[src/logic/flac_config.svh]
`ifndef FLAC_CONFIG_SVH
`define FLAC_CONFIG_SVH

// ==================================================
// decoder dimensions.
// ==================================================

// width of a stream word, a residual and a decoded sample.
`define SAMPLE_WIDTH 16

// highest fixed predictor order that is decoded. Larger orders fall back to 0.
`define MAX_ORDER 4

// width of the blockLenMinusOne field in a subframe header.
`define BLOCK_LEN_WIDTH 11

`endif

[src/logic/flacStreamPkg.sv]
`include "flac_config.svh"

// types that describe the incoming word stream.
package flacStreamPkg;

    // subframe kinds carried in the two top bits of a header word.
    typedef enum logic [1:0] {
        CONSTANT = 2'd0,    // one value word, repeated for the block.
        VERBATIM = 2'd1,    // raw samples, one word each.
        FIXED    = 2'd2     // residuals for a fixed polynomial predictor.
    } subframeKindT;

    // header layout, msb first.
    // kind and order take 5 bits and the block length fills the rest of the word.
    typedef struct packed {
        subframeKindT                kind;             // subframe kind.
        logic [2:0]                  order;            // predictor order for FIXED.
        logic [`BLOCK_LEN_WIDTH-1:0] blockLenMinusOne; // samples in the block, less one.
    } subframeHeaderT;

    // one stream word read two ways.
    // the sequencer picks the view from its state, so the same bits serve as
    // a header at a subframe boundary and as a signed value inside the block.
    typedef union packed {
        subframeHeaderT                  header;
        logic signed [`SAMPLE_WIDTH-1:0] value;
    } streamWordT;

endpackage

[src/logic/predictorPkg.sv]
`include "flac_config.svh"

// types that describe the predictor side of the decoder.
package predictorPkg;

    // predictor order as carried on the internal link.
    // three bits reach 7, above MAX_ORDER, so the predictor must range check it.
    typedef logic [2:0] orderT;

    // past outputs of the predictor.
    // element 0 is the most recent sample and element MAX_ORDER-1 the oldest.
    typedef logic signed [`SAMPLE_WIDTH-1:0] historyT [`MAX_ORDER];

endpackage

[src/logic/predictorIf.sv]
`include "flac_config.svh"

// link from the word sequencer to the fixed predictor.
// one item moves on each rising edge where valid and ready are both high.
interface predictorIf
    import predictorPkg::*;
();

    logic                            valid;        // an item is on offer.
    logic                            ready;        // the predictor can take it.
    logic signed [`SAMPLE_WIDTH-1:0] residual;     // residual or raw sample.
    orderT                           order;        // order for this block.
    logic                            firstOfBlock; // item opens a block.
    logic                            lastOfBlock;  // item closes a block.

    // the sequencer side decides what is sent and where blocks begin and end.
    modport source (
        output valid, residual, order, firstOfBlock, lastOfBlock,
        input  ready
    );

    // the predictor side only pushes back.
    modport sink (
        input  valid, residual, order, firstOfBlock, lastOfBlock,
        output ready
    );

endinterface

[src/logic/fixedPredictor.sv]
`include "flac_config.svh"

// rebuilds samples from residuals with a fixed polynomial predictor.
module fixedPredictor
    import predictorPkg::*;
(
    input  logic                            iClock,
    input  logic                            rstN,
    predictorIf.sink                        pred,
    output logic                            outValid,
    input  logic                            outReady,
    output logic signed [`SAMPLE_WIDTH-1:0] outSample,
    output logic                            outLast
);

    historyT                         history;    // last four outputs, newest first.
    orderT                           warmCountQ; // samples already passed this block.
    orderT                           warmCount;  // count seen by the current item.
    orderT                           effOrder;   // order after the range check.
    logic                            warmUp;     // current item passes unchanged.
    logic                            accept;
    logic signed [`SAMPLE_WIDTH-1:0] prediction;
    logic signed [`SAMPLE_WIDTH-1:0] result;

    // take a new item when the output register is free or being emptied.
    assign pred.ready = !outValid || outReady;
    assign accept     = pred.valid && pred.ready;

    assign effOrder  = (pred.order > orderT'(`MAX_ORDER)) ? '0 : pred.order;
    assign warmCount = pred.firstOfBlock ? '0 : warmCountQ; // a new block starts cold.
    assign warmUp    = (warmCount < effOrder);

    // ==================================================
    // prediction from the history.
    // ==================================================

    // binomial weights, built from shifts so every term stays 16 bits wide.
    // all sums wrap in two's complement like the stream format expects.
    always_comb begin
        case (effOrder)
            3'd1: prediction = history[0];
            3'd2: prediction = (history[0] <<< 1) - history[1];
            3'd3: begin
                prediction = (history[0] <<< 1) + history[0]
                           - (history[1] <<< 1) - history[1]
                           + history[2];
            end
            3'd4: begin
                prediction = (history[0] <<< 2)
                           - (history[1] <<< 2) - (history[1] <<< 1)
                           + (history[2] <<< 2)
                           - history[3];
            end
            default: prediction = '0; // order 0 adds nothing.
        endcase
    end

    // warm-up samples are sent verbatim.
    assign result = warmUp ? pred.residual : pred.residual + prediction;

    // ==================================================
    // output register and block bookkeeping.
    // ==================================================

    always_ff @(posedge iClock or negedge rstN) begin
        if (!rstN) begin
            outValid   <= 1'b0;
            outLast    <= 1'b0;
            warmCountQ <= '0;
        end else begin
            if (accept) begin
                outValid <= 1'b1;
                outLast  <= pred.lastOfBlock;
                // stop counting once the order is reached.
                warmCountQ <= warmUp ? warmCount + 3'd1 : warmCount;
            end else if (outReady) begin
                outValid <= 1'b0; // the held item left and nothing replaced it.
                outLast  <= 1'b0;
            end
        end
    end

    // sample and history move together on every accepted item.
    always_ff @(posedge iClock) begin
        if (accept) begin
            outSample <= result;
            for (int i = `MAX_ORDER - 1; i > 0; i--) begin
                history[i] <= history[i - 1];
            end
            history[0] <= result;
        end
    end

endmodule

[src/logic/subframeDecoder.sv]
`include "flac_config.svh"

// single-channel subframe decoder.
// words enter at the sequencer and samples leave from the predictor's register.
module subframeDecoder
    import flacStreamPkg::*;
(
    input  logic                            iClock,
    input  logic                            rstN,
    // word stream in.
    input  logic                            inValid,
    output logic                            inReady,
    input  streamWordT                      inWord,
    // sample stream out.
    output logic                            outValid,
    input  logic                            outReady,
    output logic signed [`SAMPLE_WIDTH-1:0] outSample,
    output logic                            outLast
);

    // ==================================================
    // sequencer to predictor link.
    // ==================================================

    predictorIf predLink ();

    subframeSequencer i_subframeSequencer (
        .iClock  (iClock),
        .rstN    (rstN),
        .inValid (inValid),
        .inReady (inReady),
        .inWord  (inWord),
        .pred    (predLink.source)
    );

    fixedPredictor i_fixedPredictor (
        .iClock    (iClock),
        .rstN      (rstN),
        .pred      (predLink.sink),
        .outValid  (outValid),
        .outReady  (outReady),
        .outSample (outSample),
        .outLast   (outLast)
    );

endmodule

[src/logic/subframeSequencer.sv]
`include "flac_config.svh"

// splits the word stream into subframes and feeds the predictor.
module subframeSequencer
    import flacStreamPkg::*;
    import predictorPkg::*;
(
    input  logic       iClock,
    input  logic       rstN,
    input  logic       inValid,
    output logic       inReady,
    input  streamWordT inWord,
    predictorIf.source pred
);

    typedef enum logic [1:0] {
        AWAIT_HEADER,   // next word is a subframe header.
        STREAMING,      // words pass straight to the predictor.
        REPEATING       // a captured constant is sent for the whole block.
    } seqStateT;

    seqStateT                        stateQ;
    logic [`BLOCK_LEN_WIDTH-1:0]     countQ;      // items still to send, less one.
    orderT                           orderQ;      // order sent with every item.
    logic                            firstQ;      // next item opens the block.
    logic                            valueHeldQ;  // the constant word is captured.
    logic signed [`SAMPLE_WIDTH-1:0] constValueQ; // value of a constant block.
    logic                            inFire;
    logic                            predFire;

    assign inFire   = inValid && inReady;
    assign predFire = pred.valid && pred.ready;

    // ==================================================
    // routing toward the predictor.
    // ==================================================

    always_comb begin
        inReady       = 1'b0;
        pred.valid    = 1'b0;
        pred.residual = inWord.value; // the word is read as a value here.
        case (stateQ)
            AWAIT_HEADER: inReady = 1'b1; // a header never stalls.
            STREAMING: begin
                // no storage here, so back-pressure goes straight through.
                pred.valid = inValid;
                inReady    = pred.ready;
            end
            REPEATING: begin
                // take the single value word first, then replay it.
                inReady       = !valueHeldQ;
                pred.valid    = valueHeldQ;
                pred.residual = constValueQ;
            end
            default: inReady = 1'b0;
        endcase
    end

    assign pred.order        = orderQ;
    assign pred.firstOfBlock = firstQ;
    assign pred.lastOfBlock  = (countQ == '0); // count is zero on the final item.

    // ==================================================
    // state and block counter.
    // ==================================================

    always_ff @(posedge iClock or negedge rstN) begin
        if (!rstN) begin
            stateQ     <= AWAIT_HEADER;
            countQ     <= '0;
            orderQ     <= '0;
            firstQ     <= 1'b0;
            valueHeldQ <= 1'b0;
        end else begin
            case (stateQ)
                AWAIT_HEADER: begin
                    if (inFire) begin
                        countQ     <= inWord.header.blockLenMinusOne;
                        firstQ     <= 1'b1;
                        valueHeldQ <= 1'b0;
                        case (inWord.header.kind)
                            CONSTANT: begin
                                stateQ <= REPEATING;
                                orderQ <= '0; // constant values are not predicted.
                            end
                            FIXED: begin
                                stateQ <= STREAMING;
                                orderQ <= inWord.header.order;
                            end
                            default: begin
                                stateQ <= STREAMING; // unknown kinds decode as verbatim.
                                orderQ <= '0;
                            end
                        endcase
                    end
                end
                STREAMING, REPEATING: begin
                    if (inFire) begin
                        valueHeldQ <= 1'b1; // only the constant word lands here.
                    end
                    if (predFire) begin
                        firstQ <= 1'b0;
                        if (countQ == '0) begin
                            stateQ <= AWAIT_HEADER;
                        end else begin
                            countQ <= countQ - 1'b1;
                        end
                    end
                end
                default: stateQ <= AWAIT_HEADER;
            endcase
        end
    end

    // the constant itself.
    always_ff @(posedge iClock) begin
        if (stateQ == REPEATING && inFire) begin
            constValueQ <= inWord.value;
        end
    end

endmodule

[config.mk]
export PLATFORM = sky130hd
export DESIGN_NAME = subframeDecoder
export DESIGN_NICKNAME = d
export VERILOG_FILES = /design/src/logic/flacStreamPkg.sv /design/src/logic/predictorPkg.sv /design/src/logic/predictorIf.sv /design/src/logic/fixedPredictor.sv /design/src/logic/subframeDecoder.sv /design/src/logic/subframeSequencer.sv
export VERILOG_INCLUDE_DIRS = /design/src /design/src/logic
export SDC_FILE = /design/constraint.sdc
export NUM_CORES = 1
export LEC_CHECK = 0
export ABC_AREA = 1
export BUFFER_PORTS_ARGS = -buffer_cell sky130_fd_sc_hd__buf_2
export CORE_ASPECT_RATIO = 1.1
export CORE_UTILIZATION = 65
export DETAILED_ROUTE_END_ITERATION = 7
export PLACE_DENSITY = 0.83
export SYNTH_ARGS = -nofsm -noshare
export SYNTH_HDL_FRONTEND = slang
export SYNTH_SLANG_ARGS = --single-unit
[constraint.sdc]
create_clock -name iClock -period 11.4 [get_ports iClock]
set_input_delay 1.14 -clock iClock [delete_from_list [all_inputs] [get_ports iClock]]
set_output_delay 1.14 -clock iClock [all_outputs]
set_load 0.02 [all_outputs]
-- Yosys cells after proc, flatten, opt, wreduce, memory -nomap -nowiden
Memories as Yosys holds them, arrays and structs flattened.
Cells that the tools add are included.
- input port bits: 20
- register bits: 55
- bits in writable memories: 64
- memories kept: 1
- word-level logic and storage cells: 82
- output and inout bits: 19
- memories (memory ; depth ; bits a word ; rd ports ; clocked after Yosys merged registers in ; write ports ; RTL line ; RTL):
    i_fixedPredictor.history ; 4 ; 16 ; 4 ; 0 ; 4 ; fixedPredictor.sv:16 ; historyT history;
- add/sub/neg operators: 12
- reductions and logical operators: 17
- equality and inequality tests: 12
- muxes and demuxes: 28
- magnitude comparators: 2
- operator list (operator ; count):
    subtractor 16 bit ; 6
    adder 16 bit ; 4
    case mux 16 bit (4 select lines) ; 1
    2-to-1 mux 11 bit ; 3
    2-to-1 mux 16 bit ; 2
    case mux 11 bit (2 select lines) ; 1
    2-to-1 mux 3 bit ; 4
    logical NOT 11 bit ; 1
    subtractor 11 x 1 -> 11 bit, second input constant ; 1
    AND reduction 3 bit ; 3
    2-to-1 mux 1 bit ; 8
    2-to-1 mux 2 bit ; 4
    inequality test 2 x 1 -> 1 bit, second input constant ; 4
    == test 3 x 2 -> 1 bit, second input constant ; 2
    case mux 1 bit (2 select lines) ; 3
    == test 2 bit, second input constant ; 2
    logical NOT 2 bit ; 2
    case mux 2 bit (2 select lines) ; 1
    AND reduction 4 bit ; 1
    nonzero test 2 bit ; 2
    adder 3 x 1 -> 3 bit, second input constant ; 1
    == test 3 x 1 -> 1 bit, second input constant ; 1
    == test 3 bit, second input constant ; 1
    greater-than comparator 3 bit, second input constant ; 1
    9 further kinds ; 12

-- Logic depth before layout (Yosys ltp)
- word-level depth: 7
- depth in mapped cells: 32
- gate-level depth less buffers: 32

-- By module
Synthesis repeated with hierarchy kept, for this count alone.
- cells, all modules: 1272
- area total of the unflattened synthesis: 10083.4 sq um
- by module, submodules not included (module ; area an instance (sq um) ; cells each ; times used ; sequential area each (sq um)):
    fixedPredictor ; 8091.5 ; 1015 ; 1 ; 2047.0
    subframeSequencer ; 1991.9 ; 257 ; 1 ; 930.9

-- Least setup slack after synthesis
Ideal clock, no wire load.
- path type: register to register
- start point: memory i_fixedPredictor.history[2][4] (netlist name)
- end point: memory i_fixedPredictor.history[0][14] (netlist name) (data pin)
- setup slack: 6565 ps
- data required time: 11147 ps
- stages on the path, launching flop included: 29
- path buffers: 0
- period minus slack after synthesis: 4835 ps
- setup time: 253 ps
- data arrival time: 4582 ps
- cells stage by stage: edfxtp_1 > inv_1 > fa_1 > inv_1 > fa_1 > inv_1 > fa_1 > inv_1 > ha_1 > nand2_1 > nand2_1 > nand2_1 > nand2_1 > nor2_1 > o21bai_1 > nand2_1 > nand2_1 > or2_2 > nand3_1 > o2111ai_1 > ha_1 > a21oi_1 > o21a_1 > nand3_1 > a21oi_1 > o21bai_1 > or2_2 > nand3_1 > nand2_1
- RTL lines (item ; RTL line):
    start: declaration ; fixedPredictor.sv:16

==> flow_summary.toml <==
[worst_hold_path]
min_delay_path_depth = 0
hp-start = "i_fixedPredictor.history[2][10]"
hp-class = "reg2reg"
hold_path_end = "i_fixedPredictor.history[3][10]"

[synth]
synth_largest_area_cell = "edfxtp_1"
syn-cell-area_um2 = 9810
ys_seq_area_share_pct = 30.3
synth_cells = 1209
synth_edf_count = 80
synth_ff_type = "edfxtp_1"
ys_seq_elements = 103
yosys_warnings = 0
async_flop_share_pct = 22.3
synth.area.top_cells = "edfxtp_1, fa_1, inv_1"
netlist.area_leader.share_pct = 24.5
post_synth.cell_area_avg_um2 = 8.12
synth_fp_nets = 1385
ys_types = 47

[cells_and_area]
regArea_um2 = 2980
drive_gt1_share_pct = 6.27
multiInputGateArea_um2 = 5650
n_fill_cell = 1156
syn2layout_area_growth_pct = 7.50
instances_no_fill = 1451
fin_nets = 1430
final_cell_area_um2 = 10600
antennaDiodeCount = 0

[clock_tree]
cts-root-buf = "clkbuf_16"
cts.clk_slew.worst_paths_ns = 0.08
cts_buffers = 9
cts_sinks = 103
worstSkewPairLatency_ns = 0.37
cts_tree = "done"
ctsHoldBuffers = 0
post-cts-setup-buffer-count = 0
ctsResizeCount = 0
htreeDepth = 3
cts_buffer_depth = 2

[grt]
first_global_vias = 7922
grt_pass1_wl_mm = 37.0
grt_use_total_pct = 30.6
antenna_found_initial = 0
grt_max_degree = 67
overflow = 0

[floorplanning]
die_x_um = 119
dieHeight_um = 131
rows = 46
initial_core_util_pct = 67.4
core-area_um2 = 14600
pin_count = 39
dieArea_um2 = 15600

[detailed_routing]
wl_mm = 22.2
via_per_inst = 5.50
route.vias.total = 7980
firstDrtPassIters = 7
wl_per_cell_um = 15.3
drt_iter0_drc = 516
drc = 0
postRouteAntennaNets = 0

[worst_setup_path]
critPathMaxStageDelay_ns = 0.51
path_max_fanout = 5
worst_path_dominant_cell_family = "adder cells"
cp_slowest_cell = "fa_1"
startpoint_type = "flip-flop"
critPathBufInv = 5
arrival_ns = 5.92
criticalPathCategory = "reg2reg"
r2r-end = "i_fixedPredictor.history[0][15]"
r2r-start = "i_fixedPredictor.history[1][4]"
ff2ff_path_depth = 26
crit_path_end_kind = "flip-flop"
reg2reg_slack_ns = 5.61
cp_data_required_time_ns = 11.53

[placement]
detailed_place_hpwl_mm = 17.7
numPortBuffers = 38
place_area_um2 = 10200
dp_cells = 1435
gp_congestion = 0.919

[sta]
fmax_mhz = 173
slew_headroom_pct = 39.8
rsz0062_at_grt = "false"
slew_violations = 0
setup_violations = 0
min_period_over_period_pct = 50.8
hold_viol_final = 0
worst_pin_slew_ns = 0.902
fin_skew_ns = 0.00948
min_period_ns = 5.79
tns_ns = 0

[run_status]
status = "complete, no violations"

[job]
drv_cap = 0
-- registers in the layout, indices dropped and copies added, names as in the netlist --
register / flops
i_subframeSequencer.stateQ: 2
i_subframeSequencer.pred.order: 3
i_fixedPredictor.history: 64
i_subframeSequencer.constValueQ: 16
i_fixedPredictor.warmCountQ: 3
i_subframeSequencer.valueHeldQ: 1
i_subframeSequencer.countQ: 11
i_fixedPredictor.outValid: 1
i_subframeSequencer.pred.firstOfBlock: 1
i_fixedPredictor.outLast: 1
-- synthesized netlist by cell type (all sizes together) (2+ instances only) --
cell type,count
a21boi,2
a21o,5
a21oi,78
a221o,2
a31oi,9
buf,3
clkbuf,7
clkinv,3
dfrtp,23
edfxtp,80
fa,84
ha,72
inv,301
nand2,269
nand3,50
nand3b,3
nand4,13
nor2,55
nor3,9
o2111ai,11
o211ai,5
o21a,2
o21ai,68
o21bai,13
o22ai,4
o31ai,3
or2,13
xnor2,4
xor2,10
-- routing by layer --
layer | vias up | track usage [%] | share of wire [%]
met2 | 210 | 54.1 | 50
met4 | 0 | 9.46 | 1.8
li1 | 3937 | - | -
met3 | 28 | 3.17 | 5.0
met1 | 3805 | 40.0 | 44
met5 | - | 0 | 0
-- worst register-to-register path, stage by stage, from the launching register on --
cell and delay [ns]:
edfxtp_1 0.48, inv_1 0.24, fa_1 0.50, fa_1 0.51
inv_1 0.06, fa_1 0.48, inv_1 0.05, ha_1 0.31
inv_1 0.08, o21bai_1 0.12, o21bai_1 0.20, inv_1 0.12
o21bai_1 0.25, a21oi_1 0.12, or2_0 0.22, nand3_1 0.07
nand4_1 0.12, ha_1 0.37, a21oi_1 0.21, o21bai_1 0.08
a21oi_1 0.15, o21ai_0 0.10, a21oi_1 0.29, o21bai_1 0.19
nand3_1 0.10, nand2_1 0.07, nand2_1 0.05
-- how the worst max path moves through the flow --
stage	startpoint	to	slack, ns	cells after the start
3_5_place_dp	i_fixedPredictor.history[1][3]	i_fixedPredictor.history[0][15]	5.77	26
3_3_place_gp	i_fixedPredictor.history[1][3]	i_fixedPredictor.history[0][14]	5.91	25
5_1_grt	i_fixedPredictor.history[1][4]	i_fixedPredictor.history[0][15]	5.47	26
6_report	i_fixedPredictor.history[1][4]	i_fixedPredictor.history[0][15]	5.61	26
4_1_cts	i_fixedPredictor.history[1][3]	i_fixedPredictor.history[0][15]	5.77	26
2_1_floorplan	i_fixedPredictor.history[2][4]	i_fixedPredictor.history[0][14]	6.56	28
-- cell usage in the layout, fill, tap and decap left out, drive strengths merged, types with 44 or more instances in the layout --
master	synthesis	final
a21oi	78	78
buf	3	44
ha	72	72
edfxtp	80	80
nand2	269	269
nand3	50	50
nor2	55	55
o21ai	68	68
inv	301	303
fa	84	84
-- metrics by stage --
step / utilization, % / setup WS [ns] / hold WS [ns]
floorplan: - / 6.56 / 0.426
global placement: 70.3 / 5.91 / 0.433
detailed placement: 70.3 / 5.77 / 0.447
CTS: 72.5 / 5.77 / 0.468
global route: 72.5 / 5.47 / 0.496
finish: 72.5 / 5.61 / 0.464
-- cells by family (layout without fill, tap and decap cells) --
| logic type | count (synthesis) | in the layout | synth area share, % |
|---|---|---|---|
| AO/OA/AOI/OAI | 208 | 208 | 12.5 |
| XOR/XNOR | 14 | 14 | 1.25 |
| adder cells (fa/ha/maj) | 156 | 156 | 26.3 |
| buffers and inverters | 314 | 364 | 12.1 |
| flip-flops | 103 | 103 | 30.3 |
| AND/OR/NAND/NOR | 414 | 414 | 17.5 |
-- layout make-up --
type / count / share of cell area [%]
Sequential cell: 103 / 28.2
Tap cell: 192 / 2.28
Clock inverter: 6 / 0.735
Clock buffer: 10 / 2.17
Timing Repair Buffer: 44 / 2.23
Multi-Input combinational cell: 792 / 53.5
Inverter: 304 / 10.8
Power is not shown: default switching activity piles up to over one toggle a cycle in this logic, so the estimate is an artifact.
